### src/common/apb1_pkg.sv
`default_nettype none

package apb1_pkg;

  // ~~~~~~~~~~~~~~~~~~~~
  // Bus widths.
  // ~~~~~~~~~~~~~~~~~~~~
  localparam int ADDR_W = 32;
  localparam int DATA_W = 32;
  // One strobe bit per byte lane.
  localparam int STRB_W = DATA_W / 8;
  localparam int PROT_W = 3;

  // ~~~~~~~~~~~~~~~~~~~~
  // AHB transfer types.
  // ~~~~~~~~~~~~~~~~~~~~
  localparam logic [1:0] HTRANS_IDLE   = 2'b00;
  localparam logic [1:0] HTRANS_BUSY   = 2'b01;
  localparam logic [1:0] HTRANS_NONSEQ = 2'b10;
  localparam logic [1:0] HTRANS_SEQ    = 2'b11;

  // AHB responses.
  localparam logic [1:0] HRESP_OKAY  = 2'b00;
  localparam logic [1:0] HRESP_ERROR = 2'b01;

  // ~~~~~~~~~~~~~~~~~~~~
  // AHB transfer sizes.
  // ~~~~~~~~~~~~~~~~~~~~
  localparam logic [2:0] HSIZE_BYTE = 3'b000;
  localparam logic [2:0] HSIZE_HALF = 3'b001;
  localparam logic [2:0] HSIZE_WORD = 3'b010;

endpackage

`default_nettype wire

### src/apb1_ctrl/apb1_state_ctrl.sv
`timescale 1ns/1ns
`default_nettype none

module apb1_state_ctrl import apb1_pkg::*; (
  input  wire        i_hclk,
  input  wire        i_rst_n,
  input  wire        i_pclk_en,
  input  wire        i_hsel,
  input  wire        i_hreadyin,
  input  wire  [1:0] i_htrans,
  input  wire        i_dec_hit,
  input  wire        i_pready,
  input  wire        i_pslverr,
  output logic       o_hreadyout,
  output logic [1:0] o_hresp,
  output logic       o_req_load,
  output logic       o_wdata_load,
  output logic       o_psel_en,
  output logic       o_penable,
  output logic       o_rdata_load
);

  typedef enum logic [2:0] {
    ST_IDLE,
    ST_WAIT_PCLK,
    ST_SETUP,
    ST_ACCESS,
    ST_ERR1,
    ST_ERR2
  } state_t;

  state_t state_q;
  state_t state_d;
  logic   trans_valid;
  logic   accept;
  logic   wdata_load_q;

  // Only NONSEQ and SEQ start an APB transfer.
  always_comb begin
    case (i_htrans)
      HTRANS_NONSEQ, HTRANS_SEQ: trans_valid = 1'b1;
      HTRANS_IDLE, HTRANS_BUSY:  trans_valid = 1'b0;
      default:                   trans_valid = 1'b0;
    endcase
  end

  assign accept = i_hsel & i_hreadyin & o_hreadyout & trans_valid;

  // ~~~~~~~~~~~~~~~~~~~~
  // AHB response.
  // ~~~~~~~~~~~~~~~~~~~~
  assign o_hreadyout = (state_q == ST_IDLE) || (state_q == ST_ERR2);
  assign o_hresp     = ((state_q == ST_ERR1) || (state_q == ST_ERR2)) ? HRESP_ERROR
                                                                      : HRESP_OKAY;

  // ~~~~~~~~~~~~~~~~~~~~
  // APB phase controls.
  // ~~~~~~~~~~~~~~~~~~~~
  assign o_req_load   = accept;
  assign o_wdata_load = wdata_load_q;
  assign o_psel_en    = (state_q == ST_SETUP) || (state_q == ST_ACCESS);
  assign o_penable    = (state_q == ST_ACCESS);
  assign o_rdata_load = (state_q == ST_ACCESS) & i_pclk_en & i_pready & ~i_pslverr;

  always_comb begin
    state_d = state_q;
    case (state_q)
      // ERR2 already shows hreadyout high, so the next transfer may start there.
      ST_IDLE, ST_ERR2: begin
        if (accept) begin
          state_d = ST_WAIT_PCLK;
        end else begin
          state_d = ST_IDLE;
        end
      end
      ST_WAIT_PCLK: begin
        if (i_pclk_en) begin
          if (i_dec_hit) begin
            state_d = ST_SETUP;
          end else begin
            state_d = ST_ERR1;
          end
        end
      end
      ST_SETUP: begin
        if (i_pclk_en) begin
          state_d = ST_ACCESS;
        end
      end
      ST_ACCESS: begin
        if (i_pclk_en && i_pready) begin
          if (i_pslverr) begin
            state_d = ST_ERR1;
          end else begin
            state_d = ST_IDLE;
          end
        end
      end
      ST_ERR1: begin
        state_d = ST_ERR2;
      end
      default: begin
        state_d = ST_IDLE;
      end
    endcase
  end

  always_ff @(posedge i_hclk) begin
    if (!i_rst_n) begin
      state_q      <= ST_IDLE;
      wdata_load_q <= 1'b0;
    end else begin
      state_q      <= state_d;
      // Write data follows the address phase by one cycle.
      wdata_load_q <= accept;
    end
  end

endmodule

`default_nettype wire

### src/apb1_addr_decode.sv
`timescale 1ns/1ns
`default_nettype none

module apb1_addr_decode import apb1_pkg::*; #(
  parameter int SLV_NUM      = 16,
  parameter int SLV_ADDR_LSB = 12
) (
  input  wire  [ADDR_W-1:0]  i_paddr,
  input  wire                i_psel_en,
  output logic [3:0]         o_slv_idx,
  output logic               o_dec_hit,
  output logic [SLV_NUM-1:0] o_psel
);

  // ~~~~~~~~~~~~~~~~~~~~
  // Slave window index.
  // ~~~~~~~~~~~~~~~~~~~~
  assign o_slv_idx = i_paddr[SLV_ADDR_LSB +: 4];

  // Indices at or above SLV_NUM are unmapped.
  assign o_dec_hit = int'(o_slv_idx) < SLV_NUM;

  // One-hot select, only during SETUP and ACCESS.
  always_comb begin
    o_psel = '0;
    for (int i = 0; i < SLV_NUM; i++) begin
      if (int'(o_slv_idx) == i) begin
        o_psel[i] = i_psel_en;
      end
    end
  end

endmodule

`default_nettype wire

### src/apb1_req_hold.sv
`timescale 1ns/1ns
`default_nettype none

module apb1_req_hold import apb1_pkg::*; (
  input  wire               i_hclk,
  input  wire               i_rst_n,
  input  wire               i_req_load,
  input  wire               i_wdata_load,
  input  wire  [ADDR_W-1:0] i_haddr,
  input  wire               i_hwrite,
  input  wire  [2:0]        i_hsize,
  input  wire  [3:0]        i_hprot,
  input  wire  [DATA_W-1:0] i_hwdata,
  output logic [ADDR_W-1:0] o_paddr,
  output logic              o_pwrite,
  output logic [DATA_W-1:0] o_pwdata,
  output logic [STRB_W-1:0] o_pstrb,
  output logic [PROT_W-1:0] o_pprot
);

  localparam int LANE_W = $clog2(STRB_W);

  logic [LANE_W-1:0] lane;
  logic [STRB_W-1:0] strb_d;

  assign lane = i_haddr[LANE_W-1:0];

  // Byte lanes from size and low address bits.
  always_comb begin
    if (!i_hwrite) begin
      strb_d = '0;
    end else begin
      case (i_hsize)
        HSIZE_BYTE: strb_d = STRB_W'(1) << lane;
        HSIZE_HALF: strb_d = STRB_W'(3) << {lane[LANE_W-1:1], 1'b0};
        HSIZE_WORD: strb_d = '1;
        default:    strb_d = '1;
      endcase
    end
  end

  always_ff @(posedge i_hclk) begin
    if (!i_rst_n) begin
      o_pwrite <= 1'b0;
      o_pstrb  <= '0;
      o_pprot  <= '0;
    end else if (i_req_load) begin
      o_pwrite <= i_hwrite;
      o_pstrb  <= strb_d;
      // Data/instruction, non-secure, privileged.
      o_pprot  <= {~i_hprot[0], 1'b1, i_hprot[1]};
    end
  end

  always_ff @(posedge i_hclk) begin
    if (i_req_load) begin
      o_paddr <= i_haddr;
    end
    if (i_wdata_load) begin
      o_pwdata <= i_hwdata;
    end
  end

endmodule

`default_nettype wire

### src/apb1_resp_mux.sv
`timescale 1ns/1ns
`default_nettype none

module apb1_resp_mux import apb1_pkg::*; #(
  parameter int SLV_NUM = 16
) (
  input  wire                              i_hclk,
  input  wire                              i_rst_n,
  input  wire  [3:0]                       i_slv_idx,
  input  wire                              i_rdata_load,
  input  wire  [SLV_NUM-1:0]               i_pready,
  input  wire  [SLV_NUM-1:0]               i_pslverr,
  input  wire  [SLV_NUM-1:0][DATA_W-1:0]   i_prdata,
  output logic                             o_pready,
  output logic                             o_pslverr,
  output logic [DATA_W-1:0]                o_hrdata
);

  logic [DATA_W-1:0] sel_rdata;

  // Unmapped indices select nothing.
  always_comb begin
    o_pready  = 1'b0;
    o_pslverr = 1'b0;
    sel_rdata = '0;
    for (int i = 0; i < SLV_NUM; i++) begin
      if (int'(i_slv_idx) == i) begin
        o_pready  = i_pready[i];
        o_pslverr = i_pslverr[i];
        sel_rdata = i_prdata[i];
      end
    end
  end

  // ~~~~~~~~~~~~~~~~~~~~
  // Read data capture.
  // ~~~~~~~~~~~~~~~~~~~~
  always_ff @(posedge i_hclk) begin
    if (!i_rst_n) begin
      o_hrdata <= '0;
    end else if (i_rdata_load) begin
      o_hrdata <= sel_rdata;
    end
  end

endmodule

`default_nettype wire

### src/apb1_top.sv
`timescale 1ns/1ns
`default_nettype none

module apb1_top import apb1_pkg::*; #(
  parameter int SLV_NUM      = 16,
  parameter int SLV_ADDR_LSB = 12
) (
  input  wire                            i_hclk,
  input  wire                            i_rst_n,
  input  wire                            i_pclk_en,
  // AHB slave port.
  input  wire                            i_hsel,
  input  wire                            i_hreadyin,
  input  wire  [ADDR_W-1:0]              i_haddr,
  input  wire                            i_hwrite,
  input  wire  [1:0]                     i_htrans,
  input  wire  [2:0]                     i_hsize,
  input  wire  [3:0]                     i_hprot,
  input  wire  [DATA_W-1:0]              i_hwdata,
  output logic                           o_hreadyout,
  output logic [1:0]                     o_hresp,
  output logic [DATA_W-1:0]              o_hrdata,
  // Shared APB bus.
  output logic [ADDR_W-1:0]              o_paddr,
  output logic                           o_pwrite,
  output logic [DATA_W-1:0]              o_pwdata,
  output logic [STRB_W-1:0]              o_pstrb,
  output logic [PROT_W-1:0]              o_pprot,
  output logic                           o_penable,
  // Per-slave lines.
  output logic [SLV_NUM-1:0]             o_psel,
  input  wire  [SLV_NUM-1:0]             i_pready,
  input  wire  [SLV_NUM-1:0]             i_pslverr,
  input  wire  [SLV_NUM-1:0][DATA_W-1:0] i_prdata
);

  logic       req_load;
  logic       wdata_load;
  logic       psel_en;
  logic       rdata_load;
  logic       dec_hit;
  logic [3:0] slv_idx;
  logic       mux_pready;
  logic       mux_pslverr;

  // ~~~~~~~~~~~~~~~~~~~~
  // Control.
  // ~~~~~~~~~~~~~~~~~~~~
  apb1_state_ctrl apb1_state_ctrl_i (
    .i_hclk       (i_hclk),
    .i_rst_n      (i_rst_n),
    .i_pclk_en    (i_pclk_en),
    .i_hsel       (i_hsel),
    .i_hreadyin   (i_hreadyin),
    .i_htrans     (i_htrans),
    .i_dec_hit    (dec_hit),
    .i_pready     (mux_pready),
    .i_pslverr    (mux_pslverr),
    .o_hreadyout  (o_hreadyout),
    .o_hresp      (o_hresp),
    .o_req_load   (req_load),
    .o_wdata_load (wdata_load),
    .o_psel_en    (psel_en),
    .o_penable    (o_penable),
    .o_rdata_load (rdata_load)
  );

  // ~~~~~~~~~~~~~~~~~~~~
  // Datapath.
  // ~~~~~~~~~~~~~~~~~~~~
  apb1_req_hold apb1_req_hold_i (
    .i_hclk       (i_hclk),
    .i_rst_n      (i_rst_n),
    .i_req_load   (req_load),
    .i_wdata_load (wdata_load),
    .i_haddr      (i_haddr),
    .i_hwrite     (i_hwrite),
    .i_hsize      (i_hsize),
    .i_hprot      (i_hprot),
    .i_hwdata     (i_hwdata),
    .o_paddr      (o_paddr),
    .o_pwrite     (o_pwrite),
    .o_pwdata     (o_pwdata),
    .o_pstrb      (o_pstrb),
    .o_pprot      (o_pprot)
  );

  apb1_addr_decode #(
    .SLV_NUM      (SLV_NUM),
    .SLV_ADDR_LSB (SLV_ADDR_LSB)
  ) apb1_addr_decode_i (
    .i_paddr      (o_paddr),
    .i_psel_en    (psel_en),
    .o_slv_idx    (slv_idx),
    .o_dec_hit    (dec_hit),
    .o_psel       (o_psel)
  );

  apb1_resp_mux #(
    .SLV_NUM      (SLV_NUM)
  ) apb1_resp_mux_i (
    .i_hclk       (i_hclk),
    .i_rst_n      (i_rst_n),
    .i_slv_idx    (slv_idx),
    .i_rdata_load (rdata_load),
    .i_pready     (i_pready),
    .i_pslverr    (i_pslverr),
    .i_prdata     (i_prdata),
    .o_pready     (mux_pready),
    .o_pslverr    (mux_pslverr),
    .o_hrdata     (o_hrdata)
  );

endmodule

`default_nettype wire

### config.mk
export PLATFORM = sky130hd
export DESIGN_NAME = apb1_top
export DESIGN_NICKNAME = d
export VERILOG_FILES = /design/src/common/apb1_pkg.sv /design/src/apb1_ctrl/apb1_state_ctrl.sv /design/src/apb1_addr_decode.sv /design/src/apb1_req_hold.sv /design/src/apb1_resp_mux.sv /design/src/apb1_top.sv
export SDC_FILE = /design/constraint.sdc
export NUM_CORES = 1
export LEC_CHECK = 0
export BUFFER_PORTS_ARGS = -buffer_cell sky130_fd_sc_hd__buf_2
export CAP_MARGIN = 20
export CORE_AREA = 5 5 288 290
export DETAILED_ROUTE_END_ITERATION = 8
export DIE_AREA = 0 0 293 295
export PLACE_DENSITY = 0.36
export SKIP_CTS_REPAIR_TIMING = 1
export SYNTH_ARGS = -nofsm -noshare
export SYNTH_HDL_FRONTEND = slang
export SYNTH_HIERARCHICAL = 1
export SYNTH_SLANG_ARGS = --single-unit
### constraint.sdc
create_clock -name i_hclk -period 4.1 [get_ports i_hclk]
set_input_delay 0.615 -clock i_hclk [delete_from_list [all_inputs] [get_ports i_hclk]]
set_output_delay 0.615 -clock i_hclk [all_outputs]
set_load 0.05 [all_outputs]
==> results.yml <==
clock_network:
  cts.sinks: 108
  clk_path_buf_depth: 2
  cts_buffers: 9
  cts_tree: "yes"
  path_clk_slew_ns: 0.12
  root_buffer: "clkbuf_16"
  cts-htree-levels: 3
  insertion_delay_ns: 0.41
yosys:
  async_reset_ff_share_pct: 0
  synth_area_leader_cell: "edfxtp_1"
  synthCells: 1050
  synth_top_area_share_pct: 20.9
  ys.flop_type: "edfxtp_1"
  ys_types: 81
  yosysSeqAreaShare_pct: 30.5
  syn_area_um2: 9190
  syn_avg_cell_area_um2: 8.75
  ys_ff_latch: 108
  synth.net_count: 1673
  yosysWarningCount: 6
  synth_edf_count: 64
  ys_top_cells_by_area: "edfxtp_1 21%, dfxtp_1 9.6%, mux4_2 7.8%"
floorplanning:
  io_pins: 747
  die_y_um: 295
  start_util_pct: 11.5
  fp.coreArea_um2: 80000
  die_width_um: 293
  fp.dieArea_um2: 86400
  row_count: 104
worst_setup_path:
  slowest_stage: "nor2_2"
  cp.depth: 13
  critPathArrivalTime_ns: 4.12
  rr_worst_depth: 13
  rr_endpoint: "apb1_resp_mux_i/o_hrdata[1]$_SDFFE_PN0P_"
  cpLargestDelayFamily: "simple AND/OR/NAND/NOR gates"
  worstPathCellList: "buf_12 > nand2b_1 > nor2_1 > a221oi_1 > o21ai_0 > buf_4 > a221o_1 > and4b_1 > buf_4 > clkinv_1 > nor2_2 > a22o_1 > a22o_1"
  reg2reg_slack_ns: 0.33
  critPathRequiredTime_ns: 4.45
  crit_buf_inv: 4
  endpoint: "apb1_resp_mux_i/o_hrdata[1]$_SDFFE_PN0P_"
  critPathMaxFanout: 20
  cpPeakStageDelay_ns: 0.64
  cp-startpoint: "apb1_req_hold_i/o_paddr[12]$_DFFE_PP_"
  cp-start-kind: "register"
  cp-end-kind: "register"
  timing.rr.start: "apb1_req_hold_i/o_paddr[12]$_DFFE_PP_"
  critical_path_class: "register to register"
detailed_routing:
  vias: 12000
  wl_met2_mm: 35.4
  firstDrtPassIters: 7
  drt_iter0_drc: 576
  routedWlPerCell_um: 25.8
  drc: 0
  wl_mm: 73.0
  viasPerCell: 4.24
  dr.max_layer_used: "met5"
  postRouteAntennaNets: 0
  met1Wirelength_mm: 30.0
  wl_met3_mm: 5.79
finish:
  post-route-util_pct: 18.2
  final_common_cell: "buf_2"
  final_cell_mix: "742 x buf_2, 124 x a21oi_1, 113 x o21ai_0"
  nets: 2381
  drive_above_1_share_pct: 50.9
  syn_to_final_growth_pct: 58.2
  fin_cells: 2831
sta:
  hold_viol: 0
  tightest_slew_ns: 0.945
  grt_setup_unrepaired: "no"
  max_freq_ghz: 0.265
  maxSlewViolCount: 0
  period_minus_slack_ns: 3.77
  slew_headroom_pct: 37.0
  skew_ns: 0.0308
  setup_viol: 0
  tns_ns: 0
  fin_crit_sh_pct: 92.0
  fin_ws_ns: 0.329
place:
  preCtsSetupSlack_ns: 0.327
  place_congestion: 0.879
  dpl.cell_count: 2806
  place_hpwl_mm: 61.0
  port_buffers: 742
power_and_ir_drop:
  powerDensity_nw_per_um2: 220
  vdd_drop_max_v: 0.000187
  power.leakage_nw: 6.40
global_route:
  grt_max_degree: 60
  grt_usage_pct: 15.8
  antenna_found_initial: 25
  gr-total-overflow: 0
  grt_pass1_vias: 12800
  grt_pass1_wl_mm: 97.2
job:
  maxCapViolations: 0
status:
  status: "completed"
worst_hold_path:
  min_path_type: "input pin to register"
  min-delay-start: "i_haddr[12]"
[state kept, by name (all words and copies together) (netlist names)]
signal,count
apb1_req_hold_i/o_pwdata,32
apb1_resp_mux_i/o_hrdata,32
apb1_state_ctrl_i/o_wdata_load,1
apb1_state_ctrl_i/state_q,3
apb1_req_hold_i/o_pstrb,4
apb1_req_hold_i/o_pwrite,1
apb1_req_hold_i/o_paddr,32
apb1_req_hold_i/o_pprot,3
[synthesized netlist by cell type, drive strengths merged (7+ instances only)]
master	n
a21oi	124
o21ai	115
buf	68
nand2	67
nor2	65
edfxtp	64
clkbuf	44
dfxtp	44
mux2i	40
nor2b	36
nor3	34
mux4	32
a211o	24
a221oi	22
a22oi	22
a31oi	20
a22o	19
o2bb2ai	19
a221o	14
a211oi	13
mux2	13
nand2b	13
a21boi	12
nand3	10
inv	8
o22ai	7
[metrics by stage]
step / instance area, µm² / power (mW) / hold WS, ns
finish: 14500 / 3.20 / 0.382
global route: 14500 / 3.38 / 0.352
CTS: 14500 / 3.29 / 0.344
detailed placement: 14200 / 2.23 / 0.455
global placement: 14200 / 2.23 / 0.443
floorplan: 9190 / 1.67 / 0.518
[layout make-up]
| class | count | area, µm² |
|---|---|---|
| fillers | 9194 | 65500 |
| multi-input cells | 819 | 5770 |
| repair buffers | 809 | 4270 |
| flip-flops and latches | 108 | 2800 |
| well taps | 1060 | 1330 |
| clock buffers | 9 | 225 |
| clock inverters | 7 | 88.8 |
| inverters | 11 | 41.3 |
| diodes | 8 | 20.0 |
[power breakdown]
part           switching [mW]  internal, mW
logic                   0.566         0.426
clock network           0.568         0.447
registers              0.0164          1.18
total                    1.15          2.05
[metal layers]
layer / track usage, % / up-vias
met5: 0 / -
met1: 19.2 / 5743
li1: - / 5529
met3: 4.62 / 97
met4: 4.09 / 16
met2: 27.4 / 621
[worst min path at each step]
stage | to | depth (start not counted)
5_1_grt | apb1_req_hold_i/o_paddr[12]$_DFFE_PP_ | 1
3_3_place_gp | apb1_req_hold_i/o_pprot[1]$_SDFFE_PN0P_ | 1
2_1_floorplan | apb1_state_ctrl_i/state_q[1]$_SDFFE_PN0P_ | 2
6_report | apb1_req_hold_i/o_paddr[12]$_DFFE_PP_ | 1
4_1_cts | apb1_req_hold_i/o_paddr[12]$_DFFE_PP_ | 1
3_5_place_dp | apb1_req_hold_i/o_pprot[1]$_SDFFE_PN0P_ | 1
[worst register-to-register path, stage by stage (launching register included)]
cell	delay, ns
edfxtp_1	0.47
buf_12	0.22
nand2b_1	0.18
nor2_1	0.22
a221oi_1	0.11
o21ai_0	0.24
buf_4	0.19
a221o_1	0.29
and4b_1	0.30
buf_4	0.22
clkinv_1	0.26
nor2_2	0.65
a22o_1	0.26
a22o_1	0.14
[kinds of logic after synthesis]
kind of cell / Yosys count / share of synthesized area [%]
AOI/OAI and AO/OA: 466 / 33.5
buffers and inverters: 123 / 6.93
DFF: 108 / 30.5
muxes: 85 / 13.8
other: 2 / 0.0817
and+or+nand+nor: 266 / 15.2
No activity file was read; power rests on OpenSTA's default activity.
